## config.mk

```make
export PLATFORM = sky130hd
export DESIGN_NAME = peripheral_subsystem
export DESIGN_NICKNAME = d
export VERILOG_FILES = /design/src/rtl/periph_pkg.sv /design/src/rtl/gpio.sv /design/src/rtl/obi_to_reg.sv /design/src/rtl/peripheral_subsystem.sv /design/src/rtl/plic_lite.sv /design/src/rtl/reg_demux.sv /design/src/rtl/timer.sv
export SDC_FILE = /design/constraint.sdc
export NUM_CORES = 1
export LEC_CHECK = 0
export BUFFER_PORTS_ARGS = -buffer_cell sky130_fd_sc_hd__buf_4
export CORE_MARGIN = 1.5
export CORE_UTILIZATION = 50
export CTS_CLUSTER_SIZE = 12
export DETAILED_ROUTE_END_ITERATION = 8
export PLACE_DENSITY = 0.71
export SLEW_MARGIN = 20
export SYNTH_ARGS = -nofsm -noshare
export SYNTH_HDL_FRONTEND = slang
export SYNTH_SLANG_ARGS = --single-unit
```

## constraint.sdc

```tcl
create_clock -name clk_i -period 6.05 [get_ports clk_i]
set_clock_uncertainty 0.1 [all_clocks]
set_input_delay 0.9075 -clock clk_i [delete_from_list [all_inputs] [get_ports clk_i]]
set_output_delay 0.9075 -clock clk_i [all_outputs]
set_load 0.01 [all_outputs]
```

## src/rtl/periph_pkg.sv

```systemverilog
// --------------------------------------------------
// Peripheral subsystem shared bus types, address map
// and register offsets
// --------------------------------------------------
package periph_pkg;

  // Request as issued by the bus master
  typedef struct packed {
    logic        req;
    logic        we;
    logic [31:0] addr;
    logic [31:0] wdata;
  } obi_req_t;

  typedef struct packed {
    logic        gnt;
    logic        rvalid;
    logic [31:0] rdata;
  } obi_resp_t;

  typedef struct packed {
    logic        valid;
    logic        write;
    logic [31:0] addr;
    logic [31:0] wdata;
  } reg_req_t;

  // Slaves are always ready, so read data is all that comes back
  typedef struct packed {
    logic [31:0] rdata;
  } reg_rsp_t;

  // Slot map
  localparam int unsigned NUM_PERIPH = 4;
  localparam int unsigned PLIC_IDX = 0;
  localparam int unsigned GPIO_IDX = 1;
  localparam int unsigned TIMER_IDX = 2;
  localparam int unsigned UNMAPPED_IDX = 3;
  localparam int unsigned SEL_LSB = 8;
  localparam int unsigned SEL_W = $clog2(NUM_PERIPH);
  localparam logic [31:0] DEC_ERR_DATA = 32'hDEAD_BEEF;

  localparam int unsigned GPIO_W = 8;
  localparam int unsigned NEXT_INT = 4;
  // ID 0 reserved, then GPIO, timer and the external lines
  localparam int unsigned NUM_SRC = 3 + NEXT_INT;

  // Offsets inside a slot
  localparam logic [SEL_LSB-1:0] GPIO_OUT_OFFSET = 8'h00;
  localparam logic [SEL_LSB-1:0] GPIO_OE_OFFSET = 8'h04;
  localparam logic [SEL_LSB-1:0] GPIO_IN_OFFSET = 8'h08;
  localparam logic [SEL_LSB-1:0] GPIO_INTR_EN_OFFSET = 8'h0C;
  localparam logic [SEL_LSB-1:0] GPIO_INTR_STATUS_OFFSET = 8'h10;

  localparam logic [SEL_LSB-1:0] TIMER_COUNT_OFFSET = 8'h00;
  localparam logic [SEL_LSB-1:0] TIMER_COMPARE_OFFSET = 8'h04;
  localparam logic [SEL_LSB-1:0] TIMER_CTRL_OFFSET = 8'h08;
  localparam logic [SEL_LSB-1:0] TIMER_STATUS_OFFSET = 8'h0C;

  localparam logic [SEL_LSB-1:0] PLIC_PENDING_OFFSET = 8'h00;
  localparam logic [SEL_LSB-1:0] PLIC_ENABLE_OFFSET = 8'h04;
  localparam logic [SEL_LSB-1:0] PLIC_CLAIM_OFFSET = 8'h08;
  localparam logic [SEL_LSB-1:0] PLIC_MSIP_OFFSET = 8'h0C;

endpackage : periph_pkg

```

## src/rtl/gpio.sv

```systemverilog
// --------------------------------------------------
// GPIO with output and enable registers, synchronized
// inputs and rising-edge interrupt status
// --------------------------------------------------
`timescale 1ns/1ps

module gpio (
  input  logic                          clk_i,
  input  logic                          rst_n_i,
  input  periph_pkg::reg_req_t          reg_req_i,
  output periph_pkg::reg_rsp_t          reg_rsp_o,
  input  logic [periph_pkg::GPIO_W-1:0] gpio_i,
  output logic [periph_pkg::GPIO_W-1:0] gpio_o,
  output logic [periph_pkg::GPIO_W-1:0] gpio_oe_o,
  output logic                          intr_o
);

  logic                            wr_en;
  logic [periph_pkg::SEL_LSB-1:0]  offset;
  logic [periph_pkg::GPIO_W-1:0]   out_q;
  logic [periph_pkg::GPIO_W-1:0]   oe_q;
  logic [periph_pkg::GPIO_W-1:0]   intr_en_q;
  logic [periph_pkg::GPIO_W-1:0]   status_q;
  logic [periph_pkg::GPIO_W-1:0]   sync1_q;
  logic [periph_pkg::GPIO_W-1:0]   sync2_q;
  logic [periph_pkg::GPIO_W-1:0]   prev_q;
  logic [periph_pkg::GPIO_W-1:0]   rise;
  logic [periph_pkg::GPIO_W-1:0]   status_clr;

  assign wr_en  = reg_req_i.valid & reg_req_i.write;
  assign offset = reg_req_i.addr[periph_pkg::SEL_LSB-1:0];

  assign rise = sync2_q & ~prev_q & intr_en_q;
  assign status_clr = (wr_en && offset == periph_pkg::GPIO_INTR_STATUS_OFFSET) ?
                      reg_req_i.wdata[periph_pkg::GPIO_W-1:0] : '0;

  always_ff @(posedge clk_i or negedge rst_n_i) begin
    if (!rst_n_i) begin
      out_q     <= '0;
      oe_q      <= '0;
      intr_en_q <= '0;
      status_q  <= '0;
      sync1_q   <= '0;
      sync2_q   <= '0;
      prev_q    <= '0;
    end else begin
      sync1_q <= gpio_i;
      sync2_q <= sync1_q;
      prev_q  <= sync2_q;
      // A new edge wins over a clear in the same cycle
      status_q <= (status_q & ~status_clr) | rise;
      if (wr_en) begin
        case (offset)
          periph_pkg::GPIO_OUT_OFFSET:     out_q <= reg_req_i.wdata[periph_pkg::GPIO_W-1:0];
          periph_pkg::GPIO_OE_OFFSET:      oe_q <= reg_req_i.wdata[periph_pkg::GPIO_W-1:0];
          periph_pkg::GPIO_INTR_EN_OFFSET: intr_en_q <= reg_req_i.wdata[periph_pkg::GPIO_W-1:0];
          default: ;
        endcase
      end
    end
  end

  always_comb begin
    case (offset)
      periph_pkg::GPIO_OUT_OFFSET:         reg_rsp_o.rdata = 32'(out_q);
      periph_pkg::GPIO_OE_OFFSET:          reg_rsp_o.rdata = 32'(oe_q);
      periph_pkg::GPIO_IN_OFFSET:          reg_rsp_o.rdata = 32'(sync2_q);
      periph_pkg::GPIO_INTR_EN_OFFSET:     reg_rsp_o.rdata = 32'(intr_en_q);
      periph_pkg::GPIO_INTR_STATUS_OFFSET: reg_rsp_o.rdata = 32'(status_q);
      default:                             reg_rsp_o.rdata = '0;
    endcase
  end

  assign gpio_o    = out_q;
  assign gpio_oe_o = oe_q;
  assign intr_o    = |status_q;

endmodule : gpio

```

## src/rtl/obi_to_reg.sv

```systemverilog
// --------------------------------------------------
// Bus bridge: grants requests, registers them onto
// the register bus and returns the responses
// --------------------------------------------------
`timescale 1ns/1ps

module obi_to_reg (
  input  logic                  clk_i,
  input  logic                  rst_n_i,
  input  periph_pkg::obi_req_t  obi_req_i,
  output periph_pkg::obi_resp_t obi_resp_o,
  output periph_pkg::reg_req_t  reg_req_o,
  input  logic [31:0]           reg_rdata_i,
  input  logic                  reg_rvalid_i
);

  logic        ready_q;
  logic        accept;
  logic        valid_q;
  logic        write_q;
  logic [31:0] addr_q;
  logic [31:0] wdata_q;

  // One request per cycle once out of reset
  assign accept = obi_req_i.req & ready_q;

  always_ff @(posedge clk_i or negedge rst_n_i) begin
    if (!rst_n_i) begin
      ready_q <= 1'b0;
      valid_q <= 1'b0;
    end else begin
      ready_q <= 1'b1;
      valid_q <= accept;
    end
  end

  // Access held on the register bus for the cycle after acceptance
  always_ff @(posedge clk_i) begin
    if (accept) begin
      write_q <= obi_req_i.we;
      addr_q  <= obi_req_i.addr;
      wdata_q <= obi_req_i.wdata;
    end
  end

  always_comb begin
    reg_req_o.valid = valid_q;
    reg_req_o.write = write_q;
    reg_req_o.addr  = addr_q;
    reg_req_o.wdata = wdata_q;
  end

  // Response stage lives in the decoder
  always_comb begin
    obi_resp_o.gnt    = accept;
    obi_resp_o.rvalid = reg_rvalid_i;
    obi_resp_o.rdata  = reg_rdata_i;
  end

endmodule : obi_to_reg

```

## src/rtl/peripheral_subsystem.sv

```systemverilog
// --------------------------------------------------
// Peripheral subsystem top: bus bridge, decoder,
// GPIO, timer and interrupt controller
// --------------------------------------------------
`timescale 1ns/1ps

module peripheral_subsystem (
  input  logic                            clk_i,
  input  logic                            rst_n_i,
  input  periph_pkg::obi_req_t            obi_req_i,
  output periph_pkg::obi_resp_t           obi_resp_o,
  input  logic [periph_pkg::NEXT_INT-1:0] intr_ext_i,
  output logic                            irq_plic_o,
  output logic                            msip_o,
  input  logic [periph_pkg::GPIO_W-1:0]   gpio_i,
  output logic [periph_pkg::GPIO_W-1:0]   gpio_o,
  output logic [periph_pkg::GPIO_W-1:0]   gpio_oe_o
);

  periph_pkg::reg_req_t                              periph_req;
  logic [31:0]                                       periph_rdata;
  logic                                              periph_rvalid;
  periph_pkg::reg_req_t [periph_pkg::NUM_PERIPH-1:0] slv_req;
  periph_pkg::reg_rsp_t [periph_pkg::NUM_PERIPH-1:0] slv_rsp;
  logic                                              gpio_intr;
  logic                                              timer_intr;
  logic [periph_pkg::NUM_SRC-1:0]                    intr_src;

  // ID 0 is reserved and tied low
  assign intr_src = {intr_ext_i, timer_intr, gpio_intr, 1'b0};

  // Nothing behind the unmapped slot
  assign slv_rsp[periph_pkg::UNMAPPED_IDX] = '0;

  obi_to_reg obi_to_reg0 (
    .clk_i,
    .rst_n_i,
    .obi_req_i,
    .obi_resp_o,
    .reg_req_o   (periph_req),
    .reg_rdata_i (periph_rdata),
    .reg_rvalid_i(periph_rvalid)
  );

  reg_demux reg_demux0 (
    .clk_i,
    .rst_n_i,
    .reg_req_i   (periph_req),
    .reg_rdata_o (periph_rdata),
    .reg_rvalid_o(periph_rvalid),
    .slv_req_o   (slv_req),
    .slv_rsp_i   (slv_rsp)
  );

  plic_lite plic_lite0 (
    .clk_i,
    .rst_n_i,
    .reg_req_i (slv_req[periph_pkg::PLIC_IDX]),
    .reg_rsp_o (slv_rsp[periph_pkg::PLIC_IDX]),
    .intr_src_i(intr_src),
    .irq_o     (irq_plic_o),
    .msip_o
  );

  gpio gpio0 (
    .clk_i,
    .rst_n_i,
    .reg_req_i(slv_req[periph_pkg::GPIO_IDX]),
    .reg_rsp_o(slv_rsp[periph_pkg::GPIO_IDX]),
    .gpio_i,
    .gpio_o,
    .gpio_oe_o,
    .intr_o   (gpio_intr)
  );

  timer timer0 (
    .clk_i,
    .rst_n_i,
    .reg_req_i(slv_req[periph_pkg::TIMER_IDX]),
    .reg_rsp_o(slv_rsp[periph_pkg::TIMER_IDX]),
    .intr_o   (timer_intr)
  );

endmodule : peripheral_subsystem

```

## src/rtl/plic_lite.sv

```systemverilog
// --------------------------------------------------
// Small interrupt controller: pending latches,
// enables, claim by read and a software interrupt
// --------------------------------------------------
`timescale 1ns/1ps

module plic_lite (
  input  logic                           clk_i,
  input  logic                           rst_n_i,
  input  periph_pkg::reg_req_t           reg_req_i,
  output periph_pkg::reg_rsp_t           reg_rsp_o,
  input  logic [periph_pkg::NUM_SRC-1:0] intr_src_i,
  output logic                           irq_o,
  output logic                           msip_o
);

  logic                           wr_en;
  logic                           claim_rd;
  logic [periph_pkg::SEL_LSB-1:0] offset;
  logic [periph_pkg::NUM_SRC-1:0] pending_q;
  logic [periph_pkg::NUM_SRC-1:0] enable_q;
  logic                           msip_q;
  logic [periph_pkg::NUM_SRC-1:0] active;
  logic [periph_pkg::NUM_SRC-1:0] claim_oh;
  logic [periph_pkg::NUM_SRC-1:0] src_masked;
  logic [31:0]                    claim_id;

  assign wr_en    = reg_req_i.valid & reg_req_i.write;
  assign offset   = reg_req_i.addr[periph_pkg::SEL_LSB-1:0];
  assign claim_rd = reg_req_i.valid && !reg_req_i.write &&
                    (offset == periph_pkg::PLIC_CLAIM_OFFSET);

  // Source 0 never latches
  assign src_masked = {intr_src_i[periph_pkg::NUM_SRC-1:1], 1'b0};
  assign active     = pending_q & enable_q;

  // Lowest enabled pending ID, 0 when none
  always_comb begin
    claim_id = '0;
    claim_oh = '0;
    for (int i = periph_pkg::NUM_SRC - 1; i >= 1; i--) begin
      if (active[i]) begin
        claim_id    = 32'(i);
        claim_oh    = '0;
        claim_oh[i] = 1'b1;
      end
    end
  end

  always_ff @(posedge clk_i or negedge rst_n_i) begin
    if (!rst_n_i) begin
      pending_q <= '0;
      enable_q  <= '0;
      msip_q    <= 1'b0;
    end else begin
      // Claim clears at the access edge, a live source sets it again next cycle
      pending_q <= (pending_q | src_masked) & ~(claim_rd ? claim_oh : '0);
      if (wr_en && offset == periph_pkg::PLIC_ENABLE_OFFSET) begin
        enable_q <= reg_req_i.wdata[periph_pkg::NUM_SRC-1:0];
      end
      if (wr_en && offset == periph_pkg::PLIC_MSIP_OFFSET) begin
        msip_q <= reg_req_i.wdata[0];
      end
    end
  end

  always_comb begin
    case (offset)
      periph_pkg::PLIC_PENDING_OFFSET: reg_rsp_o.rdata = 32'(pending_q);
      periph_pkg::PLIC_ENABLE_OFFSET:  reg_rsp_o.rdata = 32'(enable_q);
      periph_pkg::PLIC_CLAIM_OFFSET:   reg_rsp_o.rdata = claim_id;
      periph_pkg::PLIC_MSIP_OFFSET:    reg_rsp_o.rdata = {31'b0, msip_q};
      default:                         reg_rsp_o.rdata = '0;
    endcase
  end

  assign irq_o  = |active;
  assign msip_o = msip_q;

endmodule : plic_lite

```

## src/rtl/reg_demux.sv

```systemverilog
// --------------------------------------------------
// Register bus decoder: routes each access to one
// slot and registers the returned read data
// --------------------------------------------------
`timescale 1ns/1ps

module reg_demux (
  input  logic                                              clk_i,
  input  logic                                              rst_n_i,
  input  periph_pkg::reg_req_t                              reg_req_i,
  output logic [31:0]                                       reg_rdata_o,
  output logic                                              reg_rvalid_o,
  output periph_pkg::reg_req_t [periph_pkg::NUM_PERIPH-1:0] slv_req_o,
  input  periph_pkg::reg_rsp_t [periph_pkg::NUM_PERIPH-1:0] slv_rsp_i
);

  logic [periph_pkg::SEL_W-1:0] sel;
  logic [31:0]                  rdata_d;
  logic [31:0]                  rdata_q;
  logic                         rvalid_q;

  assign sel = reg_req_i.addr[periph_pkg::SEL_LSB +: periph_pkg::SEL_W];

  // Only the selected slot sees valid, with a slot-relative address
  always_comb begin
    for (int i = 0; i < periph_pkg::NUM_PERIPH; i++) begin
      slv_req_o[i].valid = reg_req_i.valid && (sel == i);
      slv_req_o[i].write = reg_req_i.write;
      slv_req_o[i].addr  = 32'(reg_req_i.addr[periph_pkg::SEL_LSB-1:0]);
      slv_req_o[i].wdata = reg_req_i.wdata;
    end
  end

  always_comb begin
    if (reg_req_i.write) begin
      rdata_d = '0;
    end else if (sel == periph_pkg::UNMAPPED_IDX) begin
      rdata_d = periph_pkg::DEC_ERR_DATA;
    end else begin
      rdata_d = slv_rsp_i[sel].rdata;
    end
  end

  always_ff @(posedge clk_i or negedge rst_n_i) begin
    if (!rst_n_i) begin
      rvalid_q <= 1'b0;
    end else begin
      rvalid_q <= reg_req_i.valid;
    end
  end

  always_ff @(posedge clk_i) begin
    if (reg_req_i.valid) begin
      rdata_q <= rdata_d;
    end
  end

  assign reg_rdata_o  = rdata_q;
  assign reg_rvalid_o = rvalid_q;

endmodule : reg_demux

```

## src/rtl/timer.sv

```systemverilog
// --------------------------------------------------
// Compare timer: free-running counter with a sticky
// expiry interrupt on compare match
// --------------------------------------------------
`timescale 1ns/1ps

module timer (
  input  logic                 clk_i,
  input  logic                 rst_n_i,
  input  periph_pkg::reg_req_t reg_req_i,
  output periph_pkg::reg_rsp_t reg_rsp_o,
  output logic                 intr_o
);

  logic                           wr_en;
  logic [periph_pkg::SEL_LSB-1:0] offset;
  logic [31:0]                    count_q;
  logic [31:0]                    compare_q;
  logic                           enable_q;
  logic                           status_q;
  logic                           match;
  logic                           status_clr;

  assign wr_en  = reg_req_i.valid & reg_req_i.write;
  assign offset = reg_req_i.addr[periph_pkg::SEL_LSB-1:0];

  assign match      = enable_q && (count_q == compare_q);
  assign status_clr = wr_en && (offset == periph_pkg::TIMER_STATUS_OFFSET) &&
                      reg_req_i.wdata[0];

  always_ff @(posedge clk_i or negedge rst_n_i) begin
    if (!rst_n_i) begin
      count_q   <= '0;
      compare_q <= '0;
      enable_q  <= 1'b0;
      status_q  <= 1'b0;
    end else begin
      // Software write to COUNT overrides the increment
      if (wr_en && offset == periph_pkg::TIMER_COUNT_OFFSET) begin
        count_q <= reg_req_i.wdata;
      end else if (enable_q) begin
        count_q <= count_q + 32'd1;
      end
      if (wr_en && offset == periph_pkg::TIMER_COMPARE_OFFSET) begin
        compare_q <= reg_req_i.wdata;
      end
      if (wr_en && offset == periph_pkg::TIMER_CTRL_OFFSET) begin
        enable_q <= reg_req_i.wdata[0];
      end
      // Sticky until cleared, match has priority
      if (match) begin
        status_q <= 1'b1;
      end else if (status_clr) begin
        status_q <= 1'b0;
      end
    end
  end

  always_comb begin
    case (offset)
      periph_pkg::TIMER_COUNT_OFFSET:   reg_rsp_o.rdata = count_q;
      periph_pkg::TIMER_COMPARE_OFFSET: reg_rsp_o.rdata = compare_q;
      periph_pkg::TIMER_CTRL_OFFSET:    reg_rsp_o.rdata = {31'b0, enable_q};
      periph_pkg::TIMER_STATUS_OFFSET:  reg_rsp_o.rdata = {31'b0, status_q};
      default:                          reg_rsp_o.rdata = '0;
    endcase
  end

  assign intr_o = status_q;

endmodule : timer

```

==> out/results.ini <==
[timing]
holdWs_ns = 0.2462
rsz0062_at_grt = false
worst_slack_ns = 3.160
drv_slew = 0
finalHoldViolations = 0
finalCriticalPeriod_ns = 2.890
slew_headroom_pct = 34.77
worst_pin_slew_ns = 0.9704
setup_viol_count_final = 0
finalSetupTns_ns = 0
max_freq_mhz = 346.0
post-route-period-util_pct = 47.77

[worst_setup_path]
crit_path_end_kind = register
cp_top_family = simple AND/OR/NAND/NOR gates
crit_path_max_fanout = 25
crit_path_start_kind = register
path_class = register to register
cp_slowest_cell = or4b_1
worst-path-buf-inv = 1
arrival_ns = 3.09
cp_cell_sequence = inv_2 > nand3_4 > or4b_1 > o31a_1 > o21ai_0
cp_slowest_stage_delay_ns = 0.91
worstPathRequired_ns = 6.25

[clocking]
clk_pin_slew_ns = 0.06
numCtsBuffers = 23
cts_tree = done
clock-root-buffer = clkbuf_16
ctsHoldBuffers = 0
insertion_delay_ns = 0.51
ctsResizeCount = 0
clock_path_buffers = 3
htree_num_levels = 1
cts.sinks = 214
post_cts_buffers = 0

[finish]
drive_gt1_share_pct = 27.78
syn_to_final_growth_pct = 17.39
fin_nets = 935
diodes = 0
instances_no_fill = 1105
fillers = 1552
multi_input_area_um2 = 3521
seq_area_um2 = 5731

[power]
p_int_mw = 2.351
switching_power_uw = 646.2
vdd_drop_max_v = 0.0002253
p_comb_share_pct = 4.0
finalPower_mw = 2.998
p_seq_share_pct = 52.6
power.leakage_nw = 4.795
clockPowerShare_pct = 43.3
swShare_pct = 21.56
powerDensity_nw_per_um2 = 269.5

[routing]
wl_per_cell_um = 19.43
remaining_drc_errors = 0
viasPerCell = 5.787
first_iter_violations = 449
antenna_left = 0
dr.pass1.iters = 5
wirelength_mm = 21.47
vias = 6395

[synth]
avgSynthCellArea_um2 = 12.50
syn-cell-area_um2 = 9474
ys.flop_type = dfrtp_1
ys.warnings.count = 0
netlist_instances = 758
seq_area_frac_synth_pct = 60.49
ys_types = 56
async_flop_share_pct = 64.95
synth-edff-count = 75
synthesis.nets = 839
synth_seq_cells = 214

[die]
rows = 50
floorplan.initialDensity_pct = 50.82
fp.dieH_um = 140.7
core_um2 = 18640
dieArea_um2 = 19780
ioPinCount = 132
die_w_um = 140.7

[flow_run]
cap_viol_max_count = 0

[placement]
place_hpwl_mm = 13.97
io_buffers = 109
place_ws_ns = 3.134
placedCellCount = 1063
place.gp.congestion = 0.9447

[global_route]
grt_pass1_wl_mm = 33.78
grtUsageTotal_pct = 21.79
grt-ovfl-total = 0
grt_max_degree = 90
antenna_found_initial = 0
grt_pass1_vias = 6213

[run_status]
status = completed

[hold_path]
hold_class = register to register

-- cell usage after synthesis (5+ instances only) --
library cell	n	area share (%)
nand2b_1	5	0.33
and2_1	5	0.33
clkbuf_1	19	0.75
nor2_1	65	2.6
o21ai_0	25	1.3
nand3_1	26	1.4
a21oi_1	49	2.6
mux4_2	5	1.2
a31oi_1	8	0.53
edfxtp_1	75	24
nor3_1	5	0.26
mux2_2	77	9.2
nand4_1	18	1.2
nor4_1	9	0.59
dfrtp_1	139	37
and3_1	6	0.40
mux2i_1	7	0.74
buf_2	13	0.69
o2bb2ai_1	9	0.83
xor2_1	37	3.4
nand2_1	50	2.0
a22oi_1	27	2.1
xnor2_1	26	2.4
-- final timing paths --
kind / startpoint / to / slack [ns] / cells after the start
max: obi_to_reg0.addr_q[4] / reg_demux0.reg_rdata_o[7] / 3.16 / 5
max in group asynchronous: rst_n_i / timer0.compare_q[27] / 4.34 / 2
min in group asynchronous: rst_n_i / timer0.count_q[10] / 0.34 / 1
max reg2reg: obi_to_reg0.addr_q[4] / reg_demux0.reg_rdata_o[7] / 3.16 / 5
min reg2reg: gpio0.sync1_q[5] / gpio0.sync2_q[5] / 0.25 / 0
min: gpio0.sync1_q[5] / gpio0.sync2_q[5] / 0.25 / 0
-- through the flow --
step,instance area [um2],util [%]
6_report,11120,59.66
5_1_grt,11120,59.66
4_1_cts,11120,59.63
3_5_place_dp,10420,55.90
3_3_place_gp,10420,55.90
2_1_floorplan,9474,-
-- placed cells by master, fill, tap and decap left out, types with 9 or more instances in the layout --
master       n
nor2_1      65
xor2_1      37
clkbuf_16   23
o21ai_0     25
dfrtp_1    139
a21oi_1     49
o2bb2ai_1    9
xnor2_1     26
nand2_1     49
nand3_1     26
mux2_2      77
nor4_1       9
nand4_1     18
edfxtp_1    75
buf_4      115
clkbuf_1    10
a22oi_1     27
-- area by class of cell --
| type | count | share of cell area [%] |
|---|---|---|
| clock buffer | 37 | 6.007 |
| clock inverter | 5 | 0.2475 |
| inverter | 2 | 0.06750 |
| multi-input combinational | 497 | 31.66 |
| sequential | 214 | 51.52 |
| tap | 234 | 2.632 |
| timing repair buffer | 116 | 7.864 |
-- logic make-up (layout without fill, tap and decap cells) --
logic type	after synthesis	in the layout	share of synthesized area (%)
AO/OA/AOI/OAI	133	133	8.677
XOR/XNOR	63	63	5.824
adder cells (fa/ha/maj)	1	1	0.1320
buffers and inverters	47	160	2.443
flip-flops	214	214	60.49
multiplexers	89	89	11.08
other	1	1	0.03958
AND/OR/NAND/NOR	210	210	11.32
-- flip-flops by register name, indices dropped and copies added, names as in the netlist, 8 cells and up --
signal	cells
timer0.count_q	32
obi_to_reg0.wdata_q	32
gpio0.intr_en_q	8
obi_to_reg0.addr_q	10
timer0.compare_q	32
gpio0.prev_q	8
reg_demux0.reg_rdata_o	32
gpio0.status_q	8
gpio0.sync2_q	8
gpio0.sync1_q	8
gpio0.gpio_o	8
gpio0.gpio_oe_o	8
-- routing by layer --
| metal | vias to the layer above | track usage (%) | share of wire (%) |
|---|---|---|---|
| met1 | 3199 | 30.42 | 44 |
| met4 | 0 | 5.263 | 2.0 |
| met5 | - | 0 | 0 |
| met3 | 36 | 3.465 | 5.9 |
| met2 | 209 | 36.09 | 48 |
| li1 | 2951 | - | - |
-- power by group through the flow --
| stage | Sequential (mW) | Combinational (mW) | Clock [mW] |
|---|---|---|---|
| after floorplan | 1.59 | 0.0518 | 0 |
| after global placement | 1.60 | 0.121 | 0 |
| after detailed placement | 1.60 | 0.123 | 0 |
| after CTS | 1.58 | 0.123 | 1.33 |
| after global routing | 1.58 | 0.135 | 1.38 |
| final | 1.58 | 0.121 | 1.30 |
(Power assumes the default switching activity.)
